`src/logic/bru_pkg.sv`:
```
// shared widths, rv32i opcode constants and payload structs; import into any branch-unit module
package bru_pkg;

    // pc and target width
    localparam int INST_ADDR_WIDTH = 32;

    // rv32i major opcodes the decoder knows
    localparam logic [6:0] OPC_BRANCH   = 7'b1100011;
    localparam logic [6:0] OPC_JAL      = 7'b1101111;
    localparam logic [6:0] OPC_JALR     = 7'b1100111;
    localparam logic [6:0] OPC_MISC_MEM = 7'b0001111; // fence, fence.i

    // funct3 for conditional branches
    localparam logic [2:0] F3_BEQ  = 3'b000;
    localparam logic [2:0] F3_BNE  = 3'b001;
    localparam logic [2:0] F3_BLT  = 3'b100;
    localparam logic [2:0] F3_BGE  = 3'b101;
    localparam logic [2:0] F3_BLTU = 3'b110;
    localparam logic [2:0] F3_BGEU = 3'b111;

    // one-hot control-flow class, req marks any of them
    typedef struct packed {
        logic jal;
        logic jalr;
        logic beq;
        logic bne;
        logic blt;
        logic bge;
        logic bltu;
        logic bgeu;
        logic fence;
        logic req;   // item is control flow at all
    } bjp_op_t;

    // item as handed over by the issuer
    typedef struct packed {
        logic [31:0]                instr;
        logic [INST_ADDR_WIDTH-1:0] pc;
        logic [31:0]                rs1_val;
        logic [31:0]                rs2_val;
        logic                       pred_taken; // fetch already went to the target
        logic                       int_assert;
        logic [INST_ADDR_WIDTH-1:0] int_addr;   // interrupt vector
    } issue_t;

    // decoder to resolver
    typedef struct packed {
        bjp_op_t                    op;
        logic [31:0]                op1;      // compare operands
        logic [31:0]                op2;
        logic [INST_ADDR_WIDTH-1:0] jump_op1; // adder base
        logic [INST_ADDR_WIDTH-1:0] jump_op2; // adder offset
        logic                       is_pred;  // predicted conditional branch
        logic                       int_assert;
        logic [INST_ADDR_WIDTH-1:0] int_addr;
        logic [INST_ADDR_WIDTH-1:0] pc;       // carried for the echo
    } bjp_req_t;

    // resolution record sent to fetch
    typedef struct packed {
        logic                       jump;
        logic                       misaligned;
        logic [INST_ADDR_WIDTH-1:0] addr;
        logic [INST_ADDR_WIDTH-1:0] pc;    // lets fetch match the record
    } redirect_t;

endpackage

```
`src/logic/hs_slot.sv`:
```
// one-entry holding slot with four-phase req/ack on the load side; set payload_t per use
`timescale 1ns/1ps

module hs_slot #(
    parameter type payload_t = logic [7:0]
) (
    input  logic     clk,
    input  logic     rst_i,
    // load side, four-phase
    input  logic     load_req_i,
    input  payload_t load_data_i,
    output logic     load_ack_o,
    // held entry
    output logic     full_o,
    output payload_t data_o,
    input  logic     release_i,  // issue role, rising edge frees the entry
    // hold side, redirect role
    output logic     hold_req_o,
    input  logic     hold_ack_i
);
    logic     req_q;   // sampled load req
    logic     ack_q;
    logic     full_q;
    logic     wait_q;  // hold ack seen, waiting for it to drop
    logic     rel_q;
    logic     accept;
    logic     rel_rise;
    logic     drain;
    payload_t data_q;

    // take a new item only when idle on both sides
    assign accept   = req_q & ~full_q & ~ack_q & ~wait_q;
    assign rel_rise = release_i & ~rel_q;            // one pulse per load downstream
    assign drain    = full_q & (rel_rise | hold_ack_i);

    always_ff @(posedge clk) begin
        if (rst_i) begin
            req_q  <= 1'b0;
            ack_q  <= 1'b0;
            full_q <= 1'b0;
            wait_q <= 1'b0;
            rel_q  <= 1'b0;
        end else begin
            req_q <= load_req_i;
            rel_q <= release_i;
            if (accept) begin
                ack_q <= 1'b1;                       // captured
            end else if (!req_q) begin
                ack_q <= 1'b0;                       // requester let go
            end
            if (accept) begin
                full_q <= 1'b1;
            end else if (drain) begin
                full_q <= 1'b0;
            end
            if (full_q && hold_ack_i) begin
                wait_q <= 1'b1;
            end else if (!hold_ack_i) begin
                wait_q <= 1'b0;                      // back to idle once ack is low
            end
        end
    end

    // payload only, control bits above carry the validity
    always_ff @(posedge clk) begin
        if (accept) begin
            data_q <= load_data_i;
        end
    end

    assign load_ack_o = ack_q;
    assign full_o     = full_q;
    assign data_o     = data_q;
    assign hold_req_o = full_q;   // falls on the edge that sees ack

endmodule

```
`src/logic/bjp_decode.sv`:
```
// decodes one issue item into control-flow flags and adder operands; purely combinational
`timescale 1ns/1ps

module bjp_decode import bru_pkg::*; (
    input  issue_t   issue_i,
    output bjp_req_t bjp_o
);
    logic [6:0]                 opcode;
    logic [2:0]                 funct3;
    logic [31:0]                imm_b;
    logic [31:0]                imm_j;
    logic [31:0]                imm_i;
    logic                       is_branch;
    bjp_op_t                    op;
    logic [INST_ADDR_WIDTH-1:0] jump_op1;
    logic [INST_ADDR_WIDTH-1:0] jump_op2;

    assign opcode = issue_i.instr[6:0];
    assign funct3 = issue_i.instr[14:12];

    // b-type, 13 bit signed offset
    assign imm_b = {{20{issue_i.instr[31]}}, issue_i.instr[7],
                    issue_i.instr[30:25], issue_i.instr[11:8], 1'b0};
    // j-type, 21 bit signed offset
    assign imm_j = {{12{issue_i.instr[31]}}, issue_i.instr[19:12],
                    issue_i.instr[20], issue_i.instr[30:21], 1'b0};
    // i-type for jalr
    assign imm_i = {{20{issue_i.instr[31]}}, issue_i.instr[31:20]};

    always_comb begin
        op = '0;
        if (opcode == OPC_BRANCH) begin
            case (funct3)
                F3_BEQ:  op.beq  = 1'b1;
                F3_BNE:  op.bne  = 1'b1;
                F3_BLT:  op.blt  = 1'b1;
                F3_BGE:  op.bge  = 1'b1;
                F3_BLTU: op.bltu = 1'b1;
                F3_BGEU: op.bgeu = 1'b1;
                default: ;                         // 010/011 reserved, not control flow
            endcase
        end
        op.jal   = (opcode == OPC_JAL);
        op.jalr  = (opcode == OPC_JALR);
        op.fence = (opcode == OPC_MISC_MEM);      // fence and fence.i alike
        op.req   = op.jal | op.jalr | op.beq | op.bne | op.blt | op.bge
                 | op.bltu | op.bgeu | op.fence;
    end

    assign is_branch = op.beq | op.bne | op.blt | op.bge | op.bltu | op.bgeu;

    // adder operands per class
    always_comb begin
        jump_op1 = issue_i.pc;
        jump_op2 = INST_ADDR_WIDTH'(4);            // fence refetches pc+4
        if (is_branch) begin
            jump_op2 = imm_b;
        end else if (op.jal) begin
            jump_op2 = imm_j;
        end else if (op.jalr) begin
            jump_op1 = issue_i.rs1_val;            // register base
            jump_op2 = imm_i;
        end
    end

    assign bjp_o = '{
        op:         op,
        op1:        issue_i.rs1_val,
        op2:        issue_i.rs2_val,
        jump_op1:   jump_op1,
        jump_op2:   jump_op2,
        is_pred:    issue_i.pred_taken & is_branch, // prediction only on cond branches
        int_assert: issue_i.int_assert,
        int_addr:   issue_i.int_addr,
        pc:         issue_i.pc
    };

endmodule

```
`src/logic/exu_bru.sv`:
```
// branch resolution: condition, target, rollback, interrupt override and misalignment
`timescale 1ns/1ps

module exu_bru import bru_pkg::*; (
    input  bjp_req_t  bjp_i,
    output redirect_t redirect_o
);
    logic                       op1_eq_op2;
    logic                       op1_ge_s;
    logic                       op1_ge_u;
    logic                       branch_cond;
    logic                       rollback;
    logic                       jump_raw;
    logic                       misaligned;
    logic [INST_ADDR_WIDTH-1:0] adder_op2;
    logic [INST_ADDR_WIDTH-1:0] adder_sum;
    logic [INST_ADDR_WIDTH-1:0] target;
    logic [INST_ADDR_WIDTH-1:0] jump_addr;

    // compares
    assign op1_eq_op2 = (bjp_i.op1 == bjp_i.op2);
    assign op1_ge_s   = $signed(bjp_i.op1) >= $signed(bjp_i.op2);
    assign op1_ge_u   = (bjp_i.op1 >= bjp_i.op2);

    // selected compare, jalr always taken
    assign branch_cond = bjp_i.op.req & (
        (bjp_i.op.beq  &  op1_eq_op2) |
        (bjp_i.op.bne  & ~op1_eq_op2) |
        (bjp_i.op.blt  & ~op1_ge_s)   |
        (bjp_i.op.bge  &  op1_ge_s)   |
        (bjp_i.op.bltu & ~op1_ge_u)   |
        (bjp_i.op.bgeu &  op1_ge_u)   |
        bjp_i.op.jalr
    );

    // fetch went to the target but the branch falls through
    assign rollback = bjp_i.is_pred & bjp_i.op.req & ~branch_cond;

    // same adder, +4 when rolling back
    assign adder_op2 = rollback ? INST_ADDR_WIDTH'(4) : bjp_i.jump_op2;
    assign adder_sum = bjp_i.jump_op1 + adder_op2;

    // jalr drops bit 0
    assign target = bjp_i.op.jalr ? {adder_sum[INST_ADDR_WIDTH-1:1], 1'b0} : adder_sum;

    assign jump_addr = bjp_i.int_assert ? bjp_i.int_addr : target; // interrupt wins

    // predicted taken branches are already on the right path
    assign jump_raw = bjp_i.int_assert
                    | (branch_cond & ~bjp_i.is_pred)
                    | bjp_i.op.fence
                    | rollback;

    // jal counts even though fetch handles its redirect
    assign misaligned = (jump_addr[1:0] != 2'b00) & (jump_raw | bjp_i.op.jal);

    assign redirect_o = '{
        jump:       jump_raw & ~misaligned,   // no redirect to a bad address
        misaligned: misaligned,
        addr:       jump_addr,
        pc:         bjp_i.pc
    };

endmodule

```
`src/logic/bru_top.sv`:
```
// branch resolution slice top: issue slot, decode, resolver and redirect slot in a chain
`timescale 1ns/1ps

module bru_top import bru_pkg::*; (
    input  logic      clk,
    input  logic      rst_i,
    // issuer, four-phase
    input  logic      issue_req_i,
    input  issue_t    issue_i,
    output logic      issue_ack_o,
    // fetch, four-phase
    output logic      redirect_req_o,
    output redirect_t redirect_o,
    input  logic      redirect_ack_i
);
    logic      issue_full;    // issue slot holds an item
    issue_t    issue_item;
    bjp_req_t  bjp_req;
    redirect_t redirect_next;
    logic      redirect_taken; // redirect slot load ack, frees the issue slot

    hs_slot #(.payload_t(issue_t)) issue_slot_inst (
        .clk         (clk),
        .rst_i       (rst_i),
        .load_req_i  (issue_req_i),
        .load_data_i (issue_i),
        .load_ack_o  (issue_ack_o),
        .full_o      (issue_full),
        .data_o      (issue_item),
        .release_i   (redirect_taken),
        .hold_req_o  (),              // not used in this role
        .hold_ack_i  (1'b0)
    );

    bjp_decode bjp_decode_inst (
        .issue_i (issue_item),
        .bjp_o   (bjp_req)
    );

    exu_bru exu_bru_inst (
        .bjp_i      (bjp_req),
        .redirect_o (redirect_next)
    );

    // full flag of the issue slot acts as its load request
    hs_slot #(.payload_t(redirect_t)) redirect_slot_inst (
        .clk         (clk),
        .rst_i       (rst_i),
        .load_req_i  (issue_full),
        .load_data_i (redirect_next),
        .load_ack_o  (redirect_taken),
        .full_o      (),              // same as hold req
        .data_o      (redirect_o),
        .release_i   (1'b0),          // emptied by fetch ack instead
        .hold_req_o  (redirect_req_o),
        .hold_ack_i  (redirect_ack_i)
    );

endmodule

```
`config.mk`:
```
export PLATFORM = sky130hd
export DESIGN_NAME = bru_top
export DESIGN_NICKNAME = d
export VERILOG_FILES = /design/src/logic/bru_pkg.sv /design/src/logic/hs_slot.sv /design/src/logic/bjp_decode.sv /design/src/logic/exu_bru.sv /design/src/logic/bru_top.sv
export SDC_FILE = /design/constraint.sdc
export NUM_CORES = 1
export LEC_CHECK = 0
export BUFFER_PORTS_ARGS = -buffer_cell sky130_fd_sc_hd__buf_2
export CAP_MARGIN = 20
export CELL_PAD_IN_SITES_DETAIL_PLACEMENT = 1
export CELL_PAD_IN_SITES_GLOBAL_PLACEMENT = 1
export CORE_ASPECT_RATIO = 0.5
export CORE_UTILIZATION = 45
export CTS_CLUSTER_DIAMETER = 200
export DETAILED_ROUTE_END_ITERATION = 8
export PLACE_DENSITY_LB_ADDON = 0.1
export SLEW_MARGIN = 20
export SYNTH_ARGS = -nofsm -noshare
export SYNTH_HDL_FRONTEND = slang
export SYNTH_HIERARCHICAL = 1
export SYNTH_SLANG_ARGS = --single-unit
```
`constraint.sdc`:
```
create_clock -name clk -period 6.6 [get_ports clk]
set_input_delay 1.32 -clock clk [delete_from_list [all_inputs] [get_ports clk]]
set_output_delay 1.32 -clock clk [all_outputs]
set_load 0.005 [all_outputs]
```
==> impl_metrics.yaml <==
run_status:
  outcome: "completed"
clocking:
  cts_resized: 0
  cts-root-buf: "sky130_fd_sc_hd__clkbuf_16"
  clock_transition_time_at_the_flip_flop_clock_pins_of_the_worst_setup_and_hold_paths_ps: 60
  ctsHoldBuffers: 0
  clkSinkCount: 238
  cts_buffer_depth: 3
  clk_latency_ps: 520
  tritoncts.num_buffers: 23
  post_cts.repair.setup_buffers: 0
  htreeDepth: 1
  tritoncts_clock_tree: "yes"
timing:
  timing.final.crit_share: 0.935
  total_count_of_max_transition_violations_in_the_final_report: 0
  tightest_slew_ps: 989
  fmax_mhz: 162
  timing.clock.skew_ps: 12.5
  setup-tns-final_ps: 0
  rsz0062_at_grt: "no"
  slew_headroom: 0.341
  final_period_minus_worst_setup_slack_ps: 6170
  finalWorstSetupSlack_ps: 432
  timing_hold_violations_final: 0
  setup-violations-final: 0
cells_and_area:
  layout.nets: 1307
  areaGrowthSynthToFinish_pct: 7.69
  layout-drive-gt1-share: 0.332
  mostFrequentLayoutCell: "sky130_fd_sc_hd__buf_2"
  fillers: 2869
  mostFrequentLayoutCells: "sky130_fd_sc_hd__buf_2 (233), sky130_fd_sc_hd__edfxtp_1 (228), sky130_fd_sc_hd__ha_1 (63)"
routing:
  dr.max_layer_used: "met4"
  drt_first_pass_iters: 4
  post_drt_wl_per_cell_um: 19.8
  drtIter0Drc: 293
  drt-total-wl_mm: 29.0
  met3RoutedLength_mm: 1.29
  num_vias: 7556
  via_per_inst: 5.15
  remaining_drc_errors: 0
  drt-met1-wl_mm: 13.6
  dr_wl_met2_mm: 13.7
  drtAntennaViolNets: 0
power_and_ir_drop:
  leakage_nw: 5.40
  ir_drop_uv: 152
  pwr_density_cell_nw_per_um2: 242
  power_mw: 3.29
placed_design:
  place_worst_setup_slack_ps: 525
  gp_congestion: 0.858
  detailedPlacementHpwl_mm: 21.7
  numPortBuffers: 233
grt:
  first_global_vias: 7961
  grt_usage: 0.204
  grt-ovfl-total: 0
  wire_length_of_the_first_global_routing_pass_mm: 44.6
  antenna_found_initial: 2
  grt_start_max_net_pins: 77
critical_path:
  cp_slowest_stage_delay_ps: 600
  worstPathArrival_ps: 6550
  critPathCaptureType: "flip-flop"
  worst_ep_required_time_ps: 6980
  crit_type: "reg -> reg"
  critical_path.top_delay_family: "compound AO/OA/AOI/OAI gates"
  critPathSlowestCell: "sky130_fd_sc_hd__or4_1"
  crit_chain: "ha_1, a21oi_1, o21ai_1, a22oi_1, o211ai_1, or4_1, a31oi_1, or4_4, and2_4, ha_1, inv_1, fa_1, nor2b_1, o21a_1, o21ai_0, a21oi_1, o2111ai_2, a211oi_1, o221ai_1, a2111oi_0, nand3b_1"
  worst_setup_path_start_kind: "flip-flop"
  critical_path_peak_fanout: 33
  worst-path-buf-inv: 1
run:
  drv_cap: 0
floorplanning:
  std_cell_rows: 42
  effective_utilization_at_floorplan: 0.468
  die_h_um: 120
  fp.dieW_um: 239
  area_of_the_core_sq_um: 27000
  design.portCount: 234
  design.die.area_sq_um: 28700
yosys:
  post_synth_inst_count: 1008
  yosys_warnings: 6
  synthesis.area_per_instance_sq_um: 12.5
  syn_area_sq_um: 12600
worst_hold_path:
  holdCritPathClass: "reg -> reg"
==> power breakdown <==
part           leakage (nW)  internal [mW]  switching [mW]
Sequential             2.19           1.73          0.0270
Combinational          2.87          0.102           0.138
Clock                 0.347          0.721           0.575
Total                  5.40           2.55           0.740
==> layer usage <==
layer  global-route usage  vias up
met5                    0        -
met4               0.0397        0
met3               0.0372       24
met2                0.338      143
met1                0.282     3757
li1                     -     3632
==> state kept, by name (all words and copies together), names as in the netlist <==
name / count
issue_slot_inst/data_o: 162
issue_slot_inst/full_o: 1
redirect_slot_inst/wait_q: 1
issue_slot_inst/wait_q: 1
issue_slot_inst/req_q: 1
redirect_slot_inst/data_o: 66
issue_slot_inst/load_ack_o: 1
redirect_slot_inst/load_ack_o: 1
redirect_slot_inst/req_q: 1
issue_slot_inst/rel_q: 1
redirect_slot_inst/rel_q: 1
redirect_slot_inst/full_o: 1
==> per-stage QoR <==
stage | utilization | std cells | cell area (sq um) | hold slack, ps
2_1_floorplan | - | 1010 | 12600 | 455
3_3_place_gp | 0.477 | 1426 | 12800 | 434
3_5_place_dp | 0.477 | 1426 | 12800 | 436
4_1_cts | 0.503 | 1466 | 13600 | 452
5_1_grt | 0.504 | 1467 | 13600 | 469
6_report | 0.504 | 1467 | 13600 | 451
==> worst paths after layout <==
path / startpoint / endpoint / slack, ps / depth (start not counted)
setup reg to reg: issue_slot_inst/data_o[85] / redirect_slot_inst/data_o[62] / 430 / 21
hold / removal: issue_slot_inst/data_o[125] / redirect_slot_inst/data_o[27] / 450 / 0
setup / recovery: issue_slot_inst/data_o[85] / redirect_slot_inst/data_o[62] / 430 / 21
hold reg to reg: issue_slot_inst/data_o[125] / redirect_slot_inst/data_o[27] / 450 / 0
==> cell type report <==
class | count | area (sq um) | share of cell area
Clock buffer | 26 | 587 | 0.0432
Inverter | 52 | 195 | 0.0144
Clock inverter | 14 | 133 | 0.00977
Multi-Input combinational cell | 521 | 3920 | 0.289
Timing Repair Buffer | 241 | 1230 | 0.0903
Tap cell | 374 | 468 | 0.0345
Antenna cell | 1 | 2.50 | 0.000184
Sequential cell | 238 | 7050 | 0.519
Power figures use the tool's default switching activity.
